**src/logic/arb_settings.svh**
```systemverilog
`ifndef ARB_SETTINGS_SVH
`define ARB_SETTINGS_SVH

// number of requesting ports
`define ARB_N 4

// packet data width in bits
`define ARB_DW 32

`endif

```
**src/logic/arb_pkg.sv**
```systemverilog
`include "arb_settings.svh"

package arb_pkg;

   // one bit per requesting port
   typedef logic [`ARB_N-1:0] arb_vec_t;

   // arbitration policy, rsvd falls back to fixed priority
   typedef enum logic [1:0] {
      mode_priority = 2'd0,
      mode_rr       = 2'd1,
      mode_reserve  = 2'd2,
      mode_rsvd     = 2'd3
   } arb_mode_t;

   // one beat of a request packet
   typedef struct packed {
      logic [1:0]        cmd;
      logic [15:0]       addr;
      logic [`ARB_DW-1:0] data;
      logic              last;  // final beat of the packet
   } arb_pkt_t;

   typedef struct packed {
      logic     busy;       // burst lock held
      arb_vec_t owner;      // one-hot locked port
      logic     collision;  // someone was refused this cycle
   } arb_status_t;

endpackage

```
**src/logic/arb_priority.sv**
```systemverilog
`timescale 1ns/10ps
`include "arb_settings.svh"

module arb_priority
   import arb_pkg::*;
   (
   input  arb_vec_t requests,
   output arb_vec_t grants
   );

   // lowest index wins, zero when nobody asks
   always_comb
   begin
      logic found;
      found  = 1'b0;
      grants = '0;
      for (int i = 0; i < `ARB_N; i++)
      begin
         if (requests[i] && !found)
         begin
            grants[i] = 1'b1;  // first hit from the bottom
            found     = 1'b1;
         end
      end
   end

endmodule

```
**src/logic/arb_thermometer.sv**
```systemverilog
`timescale 1ns/10ps
`include "arb_settings.svh"

module arb_thermometer
   import arb_pkg::*;
   (
   input            clk,
   input            nreset,
   input            step,   // one collision seen
   output arb_vec_t therm   // 1 = input blocked
   );

   arb_vec_t therm_next;

   // fills from bit 0 upward, top bit never set
   generate
      if (`ARB_N > 1)
      begin : g_multi
         always_comb
         begin
            if (&therm[`ARB_N-2:0])
               therm_next = '0;  // all low ports blocked, wrap
            else
               therm_next = {therm[`ARB_N-2:0], 1'b1};
         end
      end
      else
      begin : g_single
         // nothing to reserve with a single port
         assign therm_next = '0;
      end
   endgenerate

   always_ff @(posedge clk or negedge nreset)
   begin
      if (!nreset)
         therm <= '0;
      else if (step)
         therm <= therm_next;
   end

endmodule

```
**src/logic/arb_core.sv**
```systemverilog
`timescale 1ns/10ps
`include "arb_settings.svh"

module arb_core
   import arb_pkg::*;
   (
   input             clk,
   input             nreset,
   input  arb_mode_t mode,
   input  arb_vec_t  mask,      // 1 = port disabled
   input  arb_vec_t  requests,
   input             arb_en,    // from burst controller
   output arb_vec_t  grants,
   output logic      collision
   );

   arb_vec_t therm;
   arb_vec_t therm_eff;   // thermometer only bites in reserve mode
   arb_vec_t spec_req;    // requests left after all masking
   arb_vec_t rr_mask;     // ports at or above the rr pointer
   arb_vec_t rr_next;
   arb_vec_t hi_grants;
   arb_vec_t lo_grants;
   logic     reserve_on;

   assign reserve_on = (mode == mode_reserve);
   assign therm_eff  = reserve_on ? therm : '0;

   assign spec_req = requests & ~mask & ~therm_eff & {`ARB_N{arb_en}};

   // upper half of the rr search, from pointer upward
   arb_priority u_prio_hi (
      .requests (spec_req & rr_mask),
      .grants   (hi_grants)
   );

   // plain priority, also the rr wrap-around search
   arb_priority u_prio_lo (
      .requests (spec_req),
      .grants   (lo_grants)
   );

   always_comb
   begin
      case (mode)
         mode_rr:
            grants = (|hi_grants) ? hi_grants : lo_grants;
         default:
            grants = lo_grants;  // priority, reserve and rsvd
      endcase
   end

   // refused raw request while arbitration was live
   assign collision = arb_en & (|(requests & ~grants));

   arb_thermometer u_therm (
      .clk    (clk),
      .nreset (nreset),
      .step   (collision & reserve_on),
      .therm  (therm)
   );

   // ports strictly above the winner, empty after top port wins
   always_comb
   begin
      rr_next = '0;
      for (int i = 1; i < `ARB_N; i++)
         rr_next[i] = rr_next[i-1] | grants[i-1];
   end

   always_ff @(posedge clk or negedge nreset)
   begin
      if (!nreset)
         rr_mask <= '1;  // pointer at port 0
      else if ((mode == mode_rr) && (|grants))
         rr_mask <= rr_next;
   end

endmodule

```
**src/logic/arb_burst_ctrl.sv**
```systemverilog
`timescale 1ns/10ps
`include "arb_settings.svh"

module arb_burst_ctrl
   import arb_pkg::*;
   (
   input               clk,
   input               nreset,
   input  arb_vec_t    requests,
   input  arb_vec_t    grants_raw,   // from the core
   input  arb_vec_t    pkt_last,     // last flag per port
   input               out_ready,
   input               collision,
   output logic        arb_en,
   output arb_vec_t    final_grant,
   output arb_status_t status
   );

   typedef enum logic {
      st_idle  = 1'b0,
      st_burst = 1'b1
   } burst_state_t;

   burst_state_t state, state_next;
   arb_vec_t     owner;        // locked port, one-hot
   logic         fire;         // a beat moves this cycle
   logic         last_fire;    // and it is the final one

   always_comb
   begin
      if (state == st_burst)
      begin
         arb_en      = 1'b0;  // core sits out the burst
         final_grant = owner & requests & {`ARB_N{out_ready}};
      end
      else
      begin
         arb_en      = out_ready;
         final_grant = grants_raw;  // already zero when not enabled
      end
   end

   assign fire      = |final_grant;
   assign last_fire = |(final_grant & pkt_last);

   always_comb
   begin
      state_next = state;
      if (state == st_idle && fire && !last_fire)
         state_next = st_burst;   // multi-beat packet started
      else if (state == st_burst && last_fire)
         state_next = st_idle;
   end

   always_ff @(posedge clk or negedge nreset)
   begin
      if (!nreset)
      begin
         state <= st_idle;
         owner <= '0;
      end
      else
      begin
         state <= state_next;
         if (state == st_idle && state_next == st_burst)
            owner <= final_grant;  // latch the winner
         else if (state_next == st_idle)
            owner <= '0;
      end
   end

   assign status.busy      = (state == st_burst);
   assign status.owner     = owner;
   assign status.collision = collision;

endmodule

```
**src/logic/arb_out_mux.sv**
```systemverilog
`timescale 1ns/10ps
`include "arb_settings.svh"

module arb_out_mux
   import arb_pkg::*;
   #(
   parameter type payload_t = arb_pkt_t
   )
   (
   input            clk,
   input            nreset,
   input  arb_vec_t sel,                   // one-hot grant
   input  payload_t payloads [`ARB_N],
   output logic     out_valid,
   output payload_t out_data
   );

   localparam int PW = $bits(payload_t);

   logic [PW-1:0] sel_bits;   // and-or result
   logic          sel_any;

   // and-or select, relies on sel being one-hot
   always_comb
   begin
      sel_bits = '0;
      for (int i = 0; i < `ARB_N; i++)
         sel_bits = sel_bits | (payloads[i] & {PW{sel[i]}});
   end

   assign sel_any = |sel;

   always_ff @(posedge clk or negedge nreset)
   begin
      if (!nreset)
         out_valid <= 1'b0;
      else
         out_valid <= sel_any;  // drops a cycle after a gap
   end

   // payload holds between beats
   always_ff @(posedge clk)
   begin
      if (sel_any)
         out_data <= payload_t'(sel_bits);
   end

endmodule

```
**src/logic/arb_switch_top.sv**
```systemverilog
`timescale 1ns/10ps
`include "arb_settings.svh"

module arb_switch_top
   import arb_pkg::*;
   (
   input               clk,
   input               nreset,
   input  arb_mode_t   mode,
   input  arb_vec_t    mask,
   input  arb_vec_t    in_req,
   input  arb_pkt_t    in_pkt [`ARB_N],
   input               out_ready,
   output arb_vec_t    in_grant,
   output logic        out_valid,
   output arb_pkt_t    out_pkt,
   output arb_status_t status
   );

   arb_vec_t grants_raw;
   arb_vec_t pkt_last;     // last flags gathered per port
   logic     arb_en;
   logic     collision;

   always_comb
   begin
      for (int i = 0; i < `ARB_N; i++)
         pkt_last[i] = in_pkt[i].last;
   end

   arb_core u_core (
      .clk       (clk),
      .nreset    (nreset),
      .mode      (mode),
      .mask      (mask),
      .requests  (in_req),
      .arb_en    (arb_en),
      .grants    (grants_raw),
      .collision (collision)
   );

   arb_burst_ctrl u_burst (
      .clk         (clk),
      .nreset      (nreset),
      .requests    (in_req),
      .grants_raw  (grants_raw),
      .pkt_last    (pkt_last),
      .out_ready   (out_ready),
      .collision   (collision),
      .arb_en      (arb_en),
      .final_grant (in_grant),   // to ports and mux select
      .status      (status)
   );

   arb_out_mux #(.payload_t(arb_pkt_t)) u_mux (
      .clk       (clk),
      .nreset    (nreset),
      .sel       (in_grant),
      .payloads  (in_pkt),
      .out_valid (out_valid),
      .out_data  (out_pkt)
   );

endmodule

```
**config.mk**
```make
export PLATFORM = sky130hd
export DESIGN_NAME = arb_switch_top
export DESIGN_NICKNAME = d
export VERILOG_FILES = /design/src/logic/arb_pkg.sv /design/src/logic/arb_priority.sv /design/src/logic/arb_thermometer.sv /design/src/logic/arb_core.sv /design/src/logic/arb_burst_ctrl.sv /design/src/logic/arb_out_mux.sv /design/src/logic/arb_switch_top.sv
export VERILOG_INCLUDE_DIRS = /design/src /design/src/logic
export SDC_FILE = /design/constraint.sdc
export NUM_CORES = 1
export LEC_CHECK = 0
export BUFFER_PORTS_ARGS = -buffer_cell sky130_fd_sc_hd__buf_2
export CORE_ASPECT_RATIO = 0.8
export CORE_MARGIN = 3
export CORE_UTILIZATION = 37
export CTS_BUF_LIST = sky130_fd_sc_hd__clkbuf_2
export DETAILED_ROUTE_END_ITERATION = 10
export PLACE_DENSITY_LB_ADDON = 0.08
export SYNTH_ARGS = -nofsm -noshare
export SYNTH_HDL_FRONTEND = slang
export SYNTH_SLANG_ARGS = --single-unit
```
**constraint.sdc**
```tcl
create_clock -name clk -period 3.1 [get_ports clk]
set_input_delay 0.31 -clock clk [delete_from_list [all_inputs] [get_ports clk]]
set_output_delay 0.31 -clock clk [all_outputs]
set_load 0.05 [all_outputs]
```
* Yosys cells after proc, flatten, opt, wreduce, memory -nomap -nowiden *
Cells that the tools add are included.

operators by class
  mux-type cells = 22
  bitwise gates (word level) = 23
  eq/ne operators = 3
  reduce and logical (&&, ||, !) cells = 24

operators by type and width
  cell                                                  number
  bitwise AND 51 bit                                    4
  OR 51 bit                                             3
  bitwise AND 4 bit                                     8
  two-way mux 4 bit                                     7
  OR reduction 4 bit                                    5
  two-way mux 1 bit                                     15
  inverter 4 bit                                        3
  logical AND 1 bit                                     11
  logical NOT 1 bit                                     7
  AND reduction 3 bit                                   1
  bitwise AND 1 bit                                     2
  equality test 2 x 1 -> 1 bit (second input constant)  1
  equality test 2 bit (second input constant)           1
  inequality test 2 bit (second input constant)         1
  OR 1 bit                                              2
  inverter 1 bit                                        1

storage, ports and cells
  register bits = 65
  logic and storage cells = 81
  input port bits = 217
  output and inout port bits = 62

* Depth between registers and ports, before layout *
  word-level depth = 27
  gate-level depth with buffers = 9
  depth with buffers taken out = 7

* By module *
Synthesis repeated with hierarchy kept, for this count alone.

second synthesis, totals
  cell total of the unflattened synthesis = 350
  area, all modules = 3,681.0 um2

modules (own cells, without submodules)
  module           cells an instance  times used  seq. area each (um2)  area each (um2)
  arb_out_mux      230                1           1,556.5               2,648.8
  arb_core         64                 1           105.1                 469.2
  arb_burst_ctrl   36                 1           125.1                 320.3
  arb_thermometer  12                 1           100.1                 170.2
  arb_priority     4                  2           0.0                   36.3

* Least setup slack after synthesis *
OpenSTA, ideal clock, no wires.

  path type = reg2reg
  start point = reg u_burst.state
  end point = reg u_mux.out_data[0] (netlist name), enable pin
  period minus slack after synthesis = 3.237 ns
  library setup time = 0.410 ns
  buffers on the path = 0
  data arrival time = 2.826 ns
  cell stages (with the launch flop) = 7
  setup slack = -0.137 ns
  data required time = 2.690 ns
  path through = dfrtp_1 > or4bb_1 > a221o_1 > or3_1 > nand3_2 > nor3_1 > nand2_1

on the way
  cells in the longest elaborated chain, start to end = 18
  elaborated cells between the ends (all ways) = 32
  those cells by class = mux: 16; bitwise: 2; reduce/logical: 14

RTL lines
  item                    RTL line              RTL
  from (decl)             arb_burst_ctrl.sv:24  burst_state_t state, state_next;
  from (signal assigned)  arb_burst_ctrl.sv:59  state <= st_idle;
  from (signal assigned)  arb_burst_ctrl.sv:64  state <= state_next;
  two-way mux 1 bit       arb_burst_ctrl.sv:31  if (state == st_burst)
  bitwise AND 4 bit       arb_core.sv:29        assign spec_req = requests & ~mask & ~therm_eff & {`ARB_N{arb_en}};
  bitwise AND 4 bit       arb_core.sv:33        .requests (spec_req & rr_mask),
  two-way mux 1 bit       arb_priority.sv:19    if (requests[i] && !found)
  logical NOT 1 bit       arb_priority.sv:19
  logical AND 1 bit       arb_priority.sv:19
  two-way mux 1 bit       arb_priority.sv:19
  logical NOT 1 bit       arb_priority.sv:19
  (+3 left out)           n/a
  logical AND 1 bit       arb_priority.sv:19
  two-way mux 1 bit       arb_priority.sv:19
  OR reduction 4 bit      arb_core.sv:47        grants = (|hi_grants) ? hi_grants : lo_grants;
  two-way mux 4 bit       arb_core.sv:47
  two-way mux 4 bit       arb_core.sv:45        case (mode)
  two-way mux 4 bit *     arb_burst_ctrl.sv:31
  OR reduction 4 bit *    n/a
  via u_burst.fire        arb_burst_ctrl.sv:26  logic fire;
  to (signal assigned)    arb_out_mux.sv:45     out_data <= payload_t'(sel_bits);
  to (decl)               arb_out_mux.sv:15     output payload_t out_data

Mark *: on every way through the listed nets, which the timed path passes. The rest lies on a longest branch.
A chain may end at the register's enable or synchronous reset.

* Worst setup path after layout *
  start point = reg u_burst.state
  end point = out in_grant[3]

on the way
  cells in the longest elaborated chain, start to end = 17
  elaborated cells between the ends (all ways) = 29
  those cells by class = mux: 14; bitwise: 2; reduce/logical: 13

RTL lines
  item                 RTL line              RTL
  two-way mux 1 bit    arb_burst_ctrl.sv:31
  bitwise AND 4 bit    arb_core.sv:29
  bitwise AND 4 bit    arb_core.sv:33
  two-way mux 1 bit    arb_priority.sv:19
  logical NOT 1 bit    arb_priority.sv:19
  logical AND 1 bit    arb_priority.sv:19
  two-way mux 1 bit    arb_priority.sv:19
  logical NOT 1 bit    arb_priority.sv:19
  logical AND 1 bit    arb_priority.sv:19
  two-way mux 1 bit    arb_priority.sv:19
  logical NOT 1 bit    arb_priority.sv:19
  logical AND 1 bit    arb_priority.sv:19
  two-way mux 1 bit    arb_priority.sv:19
  OR reduction 4 bit   arb_core.sv:47
  two-way mux 4 bit    arb_core.sv:47
  two-way mux 4 bit    arb_core.sv:45
  two-way mux 4 bit *  arb_burst_ctrl.sv:31
  to (decl)            arb_switch_top.sv:14  output arb_vec_t in_grant,

Every way passes the cells marked *; elsewhere a longest branch is shown, timed or not.

==> summary.txt <==
Status
  – Status: complete, no violations

Logic synthesis
  – Post-synth EDFFs: 51
  – Synth warn: 0
  – Synthesis-stage register bit count: 65
  – Post-synth ARST share: 21.5%
  – Post-synthesis cell type count: 51
  – Post-synthesis cell count: 343
  – Syn Area/Cell: 10.5 um^2
  – Post-Syn Nets: 560
  – Post-synthesis sequential area ratio: 52.5%
  – Cell Area, Synth: 3590 um^2
  – Ys flop type: edfxtp_1

Critical path
  – Startpoint Class: flip-flop
  – Crit-path max FO: 15
  – Slowest cell on the critical path: dfrtp_2
  – CP Data Arrival Time: 2660 ps
  – Crit path cell chain: buf_4, and4bb_2, a32oi_1, nand4b_1, nand3_4, buf_12, buf_6
  – Worst path required time: 2790 ps
  – CP endpoint kind: output port
  – Setup Crit Path Kind: flip-flop to output port
  – Crit path largest cell delay: 460 ps

Power and ir drop
  – Pwr Total: 4.67 mW
  – Pleak: 2.71 nW
  – Internal: 2.37 mW
  – Worst vdd ir: 0.386 mV
  – Switching power total: 2.30 mW
  – Logic pwr share: 54.1%
  – Power per cell area: 868 nW/um^2
  – Net Sw Frac: 49.3%
  – Clk pwr share: 12.2%
  – Sequential share of power: 33.7%

Clock network
  – Clock slew at reported path FFs: 190 ps
  – CTS buffer count: 9
  – Clk sinks: 65
  – H-tree level count: 3
  – Skew-Pair Late Insertion Delay: 480 ps
  – Worst-case clock buffer depth: 2
  – CTS Root Cell: clkbuf_2
  – TritonCTS clock tree: built

Global routing
  – Vias in the first global route: 3858
  – GRT overflow: 0
  – Total GRT Usage: 23.0%
  – Largest net degree at the start of global routing: 37
  – First-pass GRT wire length: 19.2 mm
  – Antenna violations before repair: 0

Min path
  – Hold/Removal Path Class: primary input to flip-flop

Placement
  – Placed cells: 720
  – Routability cong.: 0.940
  – Port bufs: 278
  – Detail Placement HPWL: 10.5 mm
  – Post-DP Area: 5120 um^2

Timing
  – Setup TNS: 0 ps
  – Final worst path period share: 95.9%
  – Fmax: 336 MHz
  – Slew Limit Fails: 0
  – Hold Vio Cnt, Final: 0
  – Least-Margin Pin Slew: 488 ps
  – Min cycle time layout: 2970 ps
  – Worst slew margin: 67.3%
  – Worst Skew: 19.2 ps
  – Finish-stage setup viols: 0
  – RSZ-0062 raised after global routing: false

Floorplan
  – # IOs: 279
  – Die area: 10900 um^2
  – Die height: 94.2 um
  – Core area: 9270 um^2
  – # rows: 31
  – Horiz. Die Dim: 116 um
  – Starting Density: 38.8%

Detailed routing
  – Via Count: 4073
  – Routed Antenna Nets: 0
  – Vias per cell: 5.47
  – WL per Instance: 18.1 um
  – Router iterations before antenna repair: 7
  – Violation count after the first detailed-route iteration: 403
  – Remaining DRCs: 0
  – Post-Route WL: 13.5 mm

Finish
  – Fin cells: 745
  – Final instance area: 5390 um^2
  – Antenna Cells: 0
  – Share of layout cells above drive strength 1: 53.8%
  – Total Nets Final: 842
  – Area growth from synthesis to layout: 49.8%

Run
  – Max_cap viols: 0
-- worst max-delay path, delay by kind of cell, from the launching register on --
kind            cells  cell delay, ps
buf+inv             3             480
flops               1             460
simple gates        3             880
compound gates      1             340
-- cell usage after synthesis (all sizes together) (3+ instances only) --
master,n,share of area (%)
clkbuf,16,1.7
a21oi,5,0.70
a222oi,50,14
nor2b,3,0.52
dfstp,4,2.9
nor2,4,0.42
and4bb,4,1.4
mux2,4,1.3
nand4,3,0.52
o21ai,6,0.84
nand2b,5,0.87
or4bb,3,0.94
edfxtp,51,43
nand3,5,0.84
a211oi,3,0.63
dfrtp,10,7.0
a31oi,7,1.4
inv,7,0.73
nand2,109,11
a21boi,4,0.84
and3b,3,0.73
buf,11,1.7
-- what timing repair did --
action	CTS	global route
endpoints found under the hold margin	14	0
gates resized for setup	4	7
setup endpoints to repair	5	5
cloned	0	1
hold buffers	1	0
setup buffers	5	2
-- power groups by stage --
| stage | logic, mW | registers, mW | clock network, mW |
|---|---|---|---|
| finish | 2.53 | 1.58 | 0.569 |
| detailed placement | 2.44 | 1.61 | 0 |
| global route | 2.69 | 1.61 | 0.629 |
| global placement | 2.43 | 1.60 | 0 |
| floorplan | 0.701 | 2.61 | 0 |
| CTS | 2.51 | 1.58 | 0.591 |
-- layout by cell type (no fill, tap or decap), drive strengths merged, types with 2 or more instances in the layout --
cell,instances
and4bb,4
nand3b,2
and3b,3
nand4,3
bufinv,2
nand2,109
o221ai,2
dfstp,4
nor2b,3
buf,294
a21oi,5
nand2b,5
dfrtp,10
o31ai,2
or4bb,3
clkinv,4
nor2,4
inv,7
a31oi,7
or3,2
clkbuf,13
nand3,5
mux2,4
a32oi,2
a211oi,3
edfxtp,51
o21ai,6
and3,2
nor3,2
a21boi,4
a222oi,50
-- flip-flops by register name, summed over array words and instances (netlist names) --
signal,flops
u_core.rr_mask,4
u_mux.out_data,51
u_burst.state,1
u_mux.out_valid,1
u_core.u_therm.therm,4
u_burst.owner,4
-- kinds of logic after synthesis --
kind of cell | count (synthesis) | share of synthesized area, %
flops | 65 | 52.5
compound gates | 90 | 22.5
mux | 4 | 1.25
simple gates | 150 | 19.7
buf+inv | 34 | 4.07
-- area by class of cell --
class                      count  area (um^2)
tap                          115          144
fill                         866         3880
clock buffer                  10         50.0
multi-input combinational    244         1600
inverter                       7         28.8
clock inverter                 6         82.6
sequential                    65         1890
timing repair buffer         298         1600
-- path summary, 6_finish.rpt --
check / start / endpoint / slack (ps) / cells after the start
max in group asynchronous: nreset / u_core.rr_mask[1] / 2580 / 2
min in group asynchronous: nreset / u_core.u_therm.therm[3] / 230 / 2
hold reg to reg: u_core.rr_mask[2] / u_core.rr_mask[2] / 510 / 2
setup reg to reg: u_burst.state / u_mux.out_data[41] / 330 / 9
hold / removal: in_pkt[147] / u_mux.out_data[45] / 80 / 3
setup / recovery: u_burst.state / in_grant[3] / 130 / 7
-- routing by layer --
metal,global-route usage [%],wire length [um],vias up
met5,0,0,-
met4,6.67,218,0
met3,6.50,1220,21
met2,40.0,6730,227
met1,27.6,5320,1886
li1,-,-,1939
-- per-stage QoR --
step           hold slack, ps  utilization (%)  setup WS (ps)
2_1_floorplan            14.4                -            346
6_report                 80.8             58.1            128
3_3_place_gp              229             55.2            323
5_1_grt                  25.3             58.1         0.0111
3_5_place_dp              234             55.2            224
4_1_cts                  31.4             57.3           22.6
(Power assumes the default switching activity.)
